[src/common/ctrl_pkg.sv]
`default_nettype none

package ctrl_pkg;

    // controller pad inputs
    typedef struct packed {
        // keypad return line, low when the scanned key is down
        logic       kr1_l;
        // pot comparator lines, high once the cap has charged
        logic [1:0] pot_in;
        // trigger buttons, low when pressed
        logic [3:0] trig_l;
    } ctrl_pads_t;

    // controller pad outputs
    typedef struct packed {
        // keypad scan position
        logic [3:0] key_scan;
        // pot release, low dumps the caps
        logic [1:0] pot_rel;
    } ctrl_drive_t;

endpackage

`default_nettype wire

[src/common/pokey_pkg.sv]
`default_nettype none

package pokey_pkg;

    // register map, 4-bit addresses
    // reads and writes share some addresses, as on the real part
    localparam logic [3:0] REG_POT0   = 4'd0;
    localparam logic [3:0] REG_POT1   = 4'd1;
    localparam logic [3:0] REG_ALLPOT = 4'd8;
    localparam logic [3:0] REG_KBCODE = 4'd9;
    // write only, data is ignored
    localparam logic [3:0] REG_POTGO  = 4'd11;
    // GRACTL borrowed from GTIA, free write slot in POKEY space
    localparam logic [3:0] REG_GRACTL = 4'd13;
    // read IRQST, write IRQEN
    localparam logic [3:0] REG_IRQ    = 4'd14;
    // read SKSTAT, write SKCTL
    localparam logic [3:0] REG_SKCTL  = 4'd15;

    // keyboard interrupt bit in IRQEN and IRQST
    localparam int IRQ_KEY_BIT = 6;
    // SKCTL bit that enables the keypad scan
    localparam int SKCTL_KEYSCAN_BIT = 1;
    // GRACTL bit that turns on trigger latching
    localparam int GRACTL_LATCH_BIT = 2;

    // clocks per phase-2 tick
    // short for simulation, 1800 on the board
    localparam int O2_DIV = 4;

    // ticks the pot capacitors stay dumped after POTGO
    localparam int POT_DUMP_TICKS = 2;

    // last pot count, an open pot line reads this
    localparam logic [7:0] POT_MAX = 8'd228;

    // control registers written through the register port
    typedef struct packed {
        logic [7:0] skctl;
        logic [7:0] irqen;
        logic [7:0] gractl;
    } ctrl_regs_t;

endpackage

`default_nettype wire
[src/verilog/pokey_input_top.sv]
`default_nettype none

module pokey_input_top
    import pokey_pkg::*;
    import ctrl_pkg::*;
(
    input  logic        clk_27mhz_fpga,
    input  logic        reset,
    input  logic [3:0]  addr,
    input  logic        wr_en,
    input  logic [7:0]  wr_data,
    input  ctrl_pads_t  pads,
    output logic [7:0]  rd_data,
    output ctrl_drive_t drive,
    output logic [3:0]  trig,
    output logic        irq
);

    logic       o2_tick;
    ctrl_regs_t regs;
    logic       potgo;
    logic [7:0] kbcode;
    logic       key_depr;
    logic       key_event;
    logic [7:0] pot0;
    logic [7:0] pot1;
    logic [1:0] allpot;

    // phase-2 enable shared by keypad and pot scans
    pokey_timing i_pokey_timing (
        .clk_27mhz_fpga (clk_27mhz_fpga),
        .reset          (reset),
        .o2_tick        (o2_tick)
    );

    pokey_reg_decode i_pokey_reg_decode (
        .clk_27mhz_fpga (clk_27mhz_fpga),
        .reset          (reset),
        .addr           (addr),
        .wr_en          (wr_en),
        .wr_data        (wr_data),
        .regs           (regs),
        .potgo          (potgo)
    );

    pokey_keyscan i_pokey_keyscan (
        .clk_27mhz_fpga (clk_27mhz_fpga),
        .reset          (reset),
        .o2_tick        (o2_tick),
        .regs           (regs),
        .kr1_l          (pads.kr1_l),
        .key_scan       (drive.key_scan),
        .kbcode         (kbcode),
        .key_depr       (key_depr),
        .key_event      (key_event)
    );

    pokey_potscan i_pokey_potscan (
        .clk_27mhz_fpga (clk_27mhz_fpga),
        .reset          (reset),
        .o2_tick        (o2_tick),
        .potgo          (potgo),
        .pot_in         (pads.pot_in),
        .pot_rel        (drive.pot_rel),
        .pot0           (pot0),
        .pot1           (pot1),
        .allpot         (allpot)
    );

    pokey_trig i_pokey_trig (
        .clk_27mhz_fpga (clk_27mhz_fpga),
        .reset          (reset),
        .trig_l         (pads.trig_l),
        .regs           (regs),
        .trig           (trig)
    );

    pokey_read_mux i_pokey_read_mux (
        .clk_27mhz_fpga (clk_27mhz_fpga),
        .reset          (reset),
        .addr           (addr),
        .regs           (regs),
        .key_event      (key_event),
        .kbcode         (kbcode),
        .key_depr       (key_depr),
        .pot0           (pot0),
        .pot1           (pot1),
        .allpot         (allpot),
        .rd_data        (rd_data),
        .irq            (irq)
    );

endmodule

`default_nettype wire

[src/verilog/pokey_read_mux.sv]
`default_nettype none

module pokey_read_mux
    import pokey_pkg::*;
(
    input  logic       clk_27mhz_fpga,
    input  logic       reset,
    input  logic [3:0] addr,
    input  ctrl_regs_t regs,
    input  logic       key_event,
    input  logic [7:0] kbcode,
    input  logic       key_depr,
    input  logic [7:0] pot0,
    input  logic [7:0] pot1,
    input  logic [1:0] allpot,
    output logic [7:0] rd_data,
    output logic       irq
);

    logic       irq_key;
    logic [7:0] irqst;
    logic [7:0] skstat;

    // keyboard interrupt pending
    // IRQEN clear forces it off, as on the real part
    always_ff @(posedge clk_27mhz_fpga) begin
        if (reset) begin
            irq_key <= 1'b0;
        end else if (!regs.irqen[IRQ_KEY_BIT]) begin
            irq_key <= 1'b0;
        end else if (key_event) begin
            irq_key <= 1'b1;
        end
    end

    assign irq = irq_key;

    always_comb begin
        // IRQST is active low, a pending irq reads 0
        irqst = '1;
        irqst[IRQ_KEY_BIT] = ~irq_key;
        // SKSTAT bit 2 is the key-down flag, also active low
        skstat = '1;
        skstat[2] = ~key_depr;
    end

    // read data straight from addr
    always_comb begin
        case (addr)
            REG_POT0:   rd_data = pot0;
            REG_POT1:   rd_data = pot1;
            REG_ALLPOT: rd_data = {6'd0, allpot};
            REG_KBCODE: rd_data = kbcode;
            REG_IRQ:    rd_data = irqst;
            REG_SKCTL:  rd_data = skstat;
            default:    rd_data = 8'h00;
        endcase
    end

endmodule

`default_nettype wire

[src/verilog/pokey_trig.sv]
`default_nettype none

module pokey_trig
    import pokey_pkg::*;
(
    input  logic       clk_27mhz_fpga,
    input  logic       reset,
    input  logic [3:0] trig_l,
    input  ctrl_regs_t regs,
    output logic [3:0] trig
);

    logic [3:0] trig_meta;
    logic [3:0] trig_sync;
    logic [3:0] trig_hold;
    logic       latch_mode;

    assign latch_mode = regs.gractl[GRACTL_LATCH_BIT];

    always_ff @(posedge clk_27mhz_fpga) begin
        if (reset) begin
            // buttons idle high
            trig_meta <= '1;
            trig_sync <= '1;
            trig_hold <= '0;
        end else begin
            trig_meta <= trig_l;
            trig_sync <= trig_meta;
            // sticky press while latching, dropped when latching turns off
            if (latch_mode) begin
                trig_hold <= trig_hold | ~trig_sync;
            end else begin
                trig_hold <= '0;
            end
        end
    end

    // live press also shows in latch mode, no extra cycle
    assign trig = latch_mode ? (trig_hold | ~trig_sync) : ~trig_sync;

endmodule

`default_nettype wire

[src/pots/pokey_potscan.sv]
`default_nettype none

module pokey_potscan
    import pokey_pkg::*;
(
    input  logic       clk_27mhz_fpga,
    input  logic       reset,
    input  logic       o2_tick,
    input  logic       potgo,
    input  logic [1:0] pot_in,
    output logic [1:0] pot_rel,
    output logic [7:0] pot0,
    output logic [7:0] pot1,
    output logic [1:0] allpot
);

    typedef enum logic [1:0] {
        ST_IDLE,
        ST_DUMP,
        ST_COUNT
    } pot_state_t;

    // dump counter sized for POT_DUMP_TICKS
    localparam int DUMP_W = $clog2(POT_DUMP_TICKS + 1);
    localparam logic [DUMP_W-1:0] DUMP_LAST = DUMP_W'(POT_DUMP_TICKS - 1);

    pot_state_t        state;
    logic [DUMP_W-1:0] dump_cnt;
    logic [7:0]        count;
    logic [1:0]        pot_meta;
    logic [1:0]        pot_sync;
    logic              scan_done;

    // final step, any pot still open takes POT_MAX
    assign scan_done = (count == POT_MAX);

    // caps released only while counting
    assign pot_rel = {2{state == ST_COUNT}};

    // comparator line synchronizer
    always_ff @(posedge clk_27mhz_fpga) begin
        if (reset) begin
            pot_meta <= '0;
            pot_sync <= '0;
        end else begin
            pot_meta <= pot_in;
            pot_sync <= pot_meta;
        end
    end

    always_ff @(posedge clk_27mhz_fpga) begin
        if (reset) begin
            state    <= ST_IDLE;
            dump_cnt <= '0;
            count    <= '0;
            allpot   <= '0;
            pot0     <= '0;
            pot1     <= '0;
        end else if (potgo) begin
            // start or restart a scan from any state
            state    <= ST_DUMP;
            dump_cnt <= '0;
            count    <= '0;
            allpot   <= 2'b11;
        end else if (o2_tick) begin
            case (state)
                ST_DUMP: begin
                    if (dump_cnt == DUMP_LAST) begin
                        state <= ST_COUNT;
                    end else begin
                        dump_cnt <= dump_cnt + 1'b1;
                    end
                end
                ST_COUNT: begin
                    // first tick a line is seen high latches the count
                    if (allpot[0] && (pot_sync[0] || scan_done)) begin
                        pot0      <= count;
                        allpot[0] <= 1'b0;
                    end
                    if (allpot[1] && (pot_sync[1] || scan_done)) begin
                        pot1      <= count;
                        allpot[1] <= 1'b0;
                    end
                    if (scan_done) begin
                        state <= ST_IDLE;
                    end else begin
                        count <= count + 8'd1;
                    end
                end
                default: begin
                    // idle until the next POTGO
                end
            endcase
        end
    end

endmodule

`default_nettype wire

[src/keyboard/pokey_keyscan.sv]
`default_nettype none

module pokey_keyscan
    import pokey_pkg::*;
(
    input  logic       clk_27mhz_fpga,
    input  logic       reset,
    input  logic       o2_tick,
    input  ctrl_regs_t regs,
    input  logic       kr1_l,
    output logic [3:0] key_scan,
    output logic [7:0] kbcode,
    output logic       key_depr,
    output logic       key_event
);

    logic       kr1_meta;
    logic       kr1_sync;
    logic       scan_en;
    logic       hit;
    logic       scan_end;
    logic       found;
    logic [3:0] first_pos;
    logic       cur_found;
    logic [3:0] cur_pos;
    logic       last_valid;
    logic [3:0] last_pos;
    logic       repeat_key;
    logic       accept;

    assign scan_en  = regs.skctl[SKCTL_KEYSCAN_BIT];
    assign hit      = ~kr1_sync;
    // last step of a 16-step scan
    assign scan_end = (key_scan == 4'hf);

    // result of the scan that ends on this tick
    assign cur_found = found | hit;
    assign cur_pos   = found ? first_pos : key_scan;

    // same key still held, no new event
    assign repeat_key = key_depr && (kbcode[4:1] == cur_pos);
    // two scans in a row agree on the first key down
    assign accept = scan_end && cur_found && last_valid && (last_pos == cur_pos)
                    && !repeat_key;

    // return line synchronizer
    // settles well inside one scan step
    always_ff @(posedge clk_27mhz_fpga) begin
        if (reset) begin
            kr1_meta <= 1'b1;
            kr1_sync <= 1'b1;
        end else begin
            kr1_meta <= kr1_l;
            kr1_sync <= kr1_meta;
        end
    end

    always_ff @(posedge clk_27mhz_fpga) begin
        if (reset) begin
            key_scan   <= '0;
            found      <= 1'b0;
            last_valid <= 1'b0;
            key_depr   <= 1'b0;
            key_event  <= 1'b0;
            kbcode     <= '0;
        end else begin
            key_event <= 1'b0;
            if (!scan_en) begin
                // scan off, counter holds and debounce starts over
                found      <= 1'b0;
                last_valid <= 1'b0;
                key_depr   <= 1'b0;
            end else if (o2_tick) begin
                // kr1 reflects the position held since the last tick
                key_scan <= key_scan + 4'd1;
                if (scan_end) begin
                    found      <= 1'b0;
                    last_valid <= cur_found;
                    if (!cur_found) begin
                        // a whole scan with nothing down
                        key_depr <= 1'b0;
                    end
                    if (accept) begin
                        // scan code times two, top bits clear
                        kbcode    <= {3'b000, cur_pos, 1'b0};
                        key_depr  <= 1'b1;
                        key_event <= 1'b1;
                    end
                end else if (hit && !found) begin
                    found <= 1'b1;
                end
            end
        end
    end

    // scan positions, only meaningful alongside found and last_valid
    always_ff @(posedge clk_27mhz_fpga) begin
        if (scan_en && o2_tick) begin
            if (scan_end) begin
                last_pos <= cur_pos;
            end else if (hit && !found) begin
                first_pos <= key_scan;
            end
        end
    end

endmodule

`default_nettype wire

[src/verilog/pokey_reg_decode.sv]
`default_nettype none

module pokey_reg_decode
    import pokey_pkg::*;
(
    input  logic       clk_27mhz_fpga,
    input  logic       reset,
    input  logic [3:0] addr,
    input  logic       wr_en,
    input  logic [7:0] wr_data,
    output ctrl_regs_t regs,
    output logic       potgo
);

    logic potgo_hit;

    // POTGO is a strobe only, the data byte does not matter
    assign potgo_hit = wr_en && (addr == REG_POTGO);

    // pulse for one cycle after the write edge
    always_ff @(posedge clk_27mhz_fpga) begin
        if (reset) begin
            potgo <= 1'b0;
        end else begin
            potgo <= potgo_hit;
        end
    end

    // control registers
    // all clear after reset so scan and irq start off
    always_ff @(posedge clk_27mhz_fpga) begin
        if (reset) begin
            regs <= '0;
        end else if (wr_en) begin
            case (addr)
                REG_SKCTL: begin
                    regs.skctl <= wr_data;
                end
                // write side of address 14
                REG_IRQ: begin
                    regs.irqen <= wr_data;
                end
                REG_GRACTL: begin
                    regs.gractl <= wr_data;
                end
                default: begin
                    // read-only or unused address, nothing to load
                end
            endcase
        end
    end

endmodule

`default_nettype wire

[src/verilog/pokey_timing.sv]
`default_nettype none

module pokey_timing
    import pokey_pkg::*;
(
    input  logic clk_27mhz_fpga,
    input  logic reset,
    output logic o2_tick
);

    // counter wide enough for O2_DIV states, at least one bit
    localparam int CNT_W = (O2_DIV > 1) ? $clog2(O2_DIV) : 1;
    localparam logic [CNT_W-1:0] CNT_LAST = CNT_W'(O2_DIV - 1);

    logic [CNT_W-1:0] div_cnt;

    // one-clock enable per wrap instead of a divided clock
    always_ff @(posedge clk_27mhz_fpga) begin
        if (reset) begin
            div_cnt <= '0;
            o2_tick <= 1'b0;
        end else begin
            o2_tick <= (div_cnt == CNT_LAST);
            if (div_cnt == CNT_LAST) begin
                div_cnt <= '0;
            end else begin
                div_cnt <= div_cnt + 1'b1;
            end
        end
    end

endmodule

`default_nettype wire

[config.mk]
export PLATFORM = sky130hd
export DESIGN_NAME = pokey_input_top
export DESIGN_NICKNAME = d
export VERILOG_FILES = /design/src/common/ctrl_pkg.sv /design/src/common/pokey_pkg.sv /design/src/verilog/pokey_input_top.sv /design/src/verilog/pokey_read_mux.sv /design/src/verilog/pokey_trig.sv /design/src/pots/pokey_potscan.sv /design/src/keyboard/pokey_keyscan.sv /design/src/verilog/pokey_reg_decode.sv /design/src/verilog/pokey_timing.sv
export SDC_FILE = /design/constraint.sdc
export NUM_CORES = 1
export LEC_CHECK = 0
export BUFFER_PORTS_ARGS = -buffer_cell sky130_fd_sc_hd__buf_2
export CAP_MARGIN = 10
export CORE_UTILIZATION = 46
export CTS_CLUSTER_SIZE = 20
export DETAILED_ROUTE_END_ITERATION = 12
export PLACE_DENSITY = 0.63
export SETUP_SLACK_MARGIN = 0.05
export SLEW_MARGIN = 20
export SYNTH_ARGS = -nofsm -noshare
export SYNTH_HDL_FRONTEND = slang
export SYNTH_HIERARCHICAL = 1
export SYNTH_SLANG_ARGS = --single-unit
[constraint.sdc]
create_clock -name clk_27mhz_fpga -period 1.9 [get_ports clk_27mhz_fpga]
set_input_delay 0.38 -clock clk_27mhz_fpga [delete_from_list [all_inputs] [get_ports clk_27mhz_fpga]]
set_output_delay 0.38 -clock clk_27mhz_fpga [all_outputs]
set_load 0.03 [all_outputs]
==> metrics.md <==
| Metric | Value |
|---|---|
| Outcome | completed |
| Grt ovf | 0 |
| Clock Sinks | 76 |
| Syn Inst Count | 431 |
| P_leak | ~1.8 nW |
| Cell Area, Synth | around 0.004 mm2 |
| Slew Limit Fails | 0 |
| Max Clock Freq | about 550 MHz |
| Row count | 33 |
| Critical Path End Type | output pin |
| Input/output buffers | 35 |
| Largest net degree at the start of global routing | 47 |
| Crit Reg-Reg Startpoint | i_pokey_potscan/state[0] |
| Area grow syn2layout | 15.3% |
| RSZ-0062 raised after global routing | true |
| PD cells | 703 mW/mm2 |
| CP Launch Point | addr[3] |
| CTS Buf Count | 9 |
| Worst clock skew | 0.00969 ns |
| DIE WIDTH | 96.0 um |
| Final WL | 8.83 mm |
| FF-to-FF End | i_pokey_potscan/pot0[7] |
| RePlAce Congestion | 0.774 |
| Crit Path Category | input port to output pin |
| Worst slew margin | 0.569 |
| Wire per inst | 15.3 um |
| Max FO, Critical Path | 6 |
| CTS root buf | clkbuf_8 |
| ANT cells | 0 |
| Skew-Pair Late Insertion Delay | ~0.33 ns |
| Syn. warnings | 6 |
| Worst vdd ir | ~0.34 mV |
| Starting DRT DRC Count | 150 |
| Critical path required time | roughly 1.5 ns |
| First-pass GRT wire length | approximately 14 mm |
| Min Tclk post-route | 1.83 ns |
| Min-delay src | pads[3] |
| CTS clk-pin slew, worst paths | 0.08 ns |
| Min-Delay Endpoint | i_pokey_trig/trig_meta[3] |
| Htree depth | 3 |
| CTS tree | built |
| Hold Violations, Final | 0 |
| Via/cell ratio | 5.63 |
| Die height | 96.0 um |
| Design Area, Final | approximately 0.0047 mm2 |
| Final setup viols | 0 |
| Max_cap viols | 0 |
| Final nets | approximately 500 |
| Layout cells sized above 1 | 0.262 |
| HPWL after DPL | approximately 6.0 mm |
| Startpoint types | input port |
| Total number of vias | 3252 |
| Worst min path class | input port to flip-flop |
| Post-DRT Antenna Nets | 0 |
| Worst-margin pin slew | 0.645 ns |
| Starting Density | 0.485 |
| Worst R2R Path Depth | 6 |
| Core ar. | 0.00838 mm2 |
| Reg2Reg Setup Slack | 0.19 ns |
| Dpl cell area | approximately 0.0044 mm2 |
| Cells on Worst Hold Path | 2 |
| Total negative setup slack | 0 ns |
| Residual DRC | 0 |
| GRT Total Usage | 0.197 |
| Die area | ~0.0092 mm2 |
| Initial antenna violation count | 0 |
| First drt pass iteration count | 4 |
| Clock Path Buffers | 2 |
| IO Count | 41 |
| Mean Syn Cell Area | 9.43 um2 |
| Vias in the first global route | 2810 |
| Post-route clock period utilization | 0.961 |
| Critical Path AT | between 1 and 1.5 ns |
-- layout make-up --
type | instances | area (um2)
well taps | 105 | 131
inverters | 17 | 63.8
repair buffers | 65 | 478
multi-input cells | 299 | 2170
clock buffers | 11 | 153
flip-flops and latches | 76 | 1610
clock inverters | 5 | 82.6
fillers | 756 | 3700
-- metal layers --
layer | part of all wire | GRT usage | vias up
met5 | 0 | 0 | -
met4 | 0.0071 | 0.0734 | 0
met3 | 0.041 | 0.0316 | 6
met2 | 0.47 | 0.317 | 64
met1 | 0.48 | 0.263 | 1545
li1 | - | - | 1637
-- placed cells by master (no fill, tap or decap), types with 6 or more instances in the layout --
cell type / count
a21oi_1: 17
o21ai_0: 20
mux2i_1: 7
buf_4: 27
inv_1: 17
buf_2: 28
xnor2_1: 10
nor2_1: 14
edfxtp_1: 8
a311oi_1: 9
ha_1: 7
nand4b_1: 12
or3b_1: 6
buf_6: 6
clkbuf_8: 9
nand2_1: 30
nor3b_1: 14
nor2b_1: 13
or2_1: 8
nand2b_1: 9
nand4_1: 29
dfxtp_1: 64
or3b_2: 6
-- worst max path at each step --
stage,to,cells after the start
finish,rd_data[1],5
global route,rd_data[0],5
CTS,rd_data[3],5
detailed placement,i_pokey_keyscan/key_event,5
global placement,i_pokey_keyscan/key_event,5
floorplan,i_pokey_keyscan/first_pos[0],3
-- stage by stage --
stage	setup WS (ns)	power (mW)	util	hold WS [ns]	cells
floorplan	0.116	1.83	-	0.383	434
global placement	0.00128	1.88	0.520	0.386	558
detailed placement	-0.0272	1.89	0.520	0.389	558
CTS	0.0604	3.33	0.553	0.195	576
global route	0.0406	3.42	0.559	0.210	578
finish	0.0736	3.29	0.559	0.213	578
-- state kept, by name (all words and copies together), names as in the netlist, 3 cells and up --
register,flops
i_pokey_potscan/count,8
i_pokey_trig/trig_hold,4
i_pokey_potscan/pot1,8
i_pokey_trig/trig_sync,4
i_pokey_keyscan/key_scan,4
i_pokey_reg_decode/regs,3
i_pokey_keyscan/kbcode,4
i_pokey_keyscan/last_pos,4
i_pokey_keyscan/first_pos,4
i_pokey_potscan/pot0,8
i_pokey_trig/trig_meta,4
-- what timing repair did --
action	CTS	global route
resized for setup	11	13
pin swaps	4	7
buffers inserted	2	2
endpoints found under the setup margin	12	12
hold buffers	0	0
-- report_power, final --
part / total, mW / internal [mW] / switching [mW]
registers: 1.65 / 1.64 / 0.0181
logic: 0.209 / 0.0908 / 0.118
clock network: 1.43 / 0.823 / 0.609
-- worst max-delay path: stages --
cell,delay (ns)
buf_2,0.16
buf_6,0.15
and3_2,0.25
a311o_1,0.35
buf_6,0.15
Power figures use the tool's default switching activity.
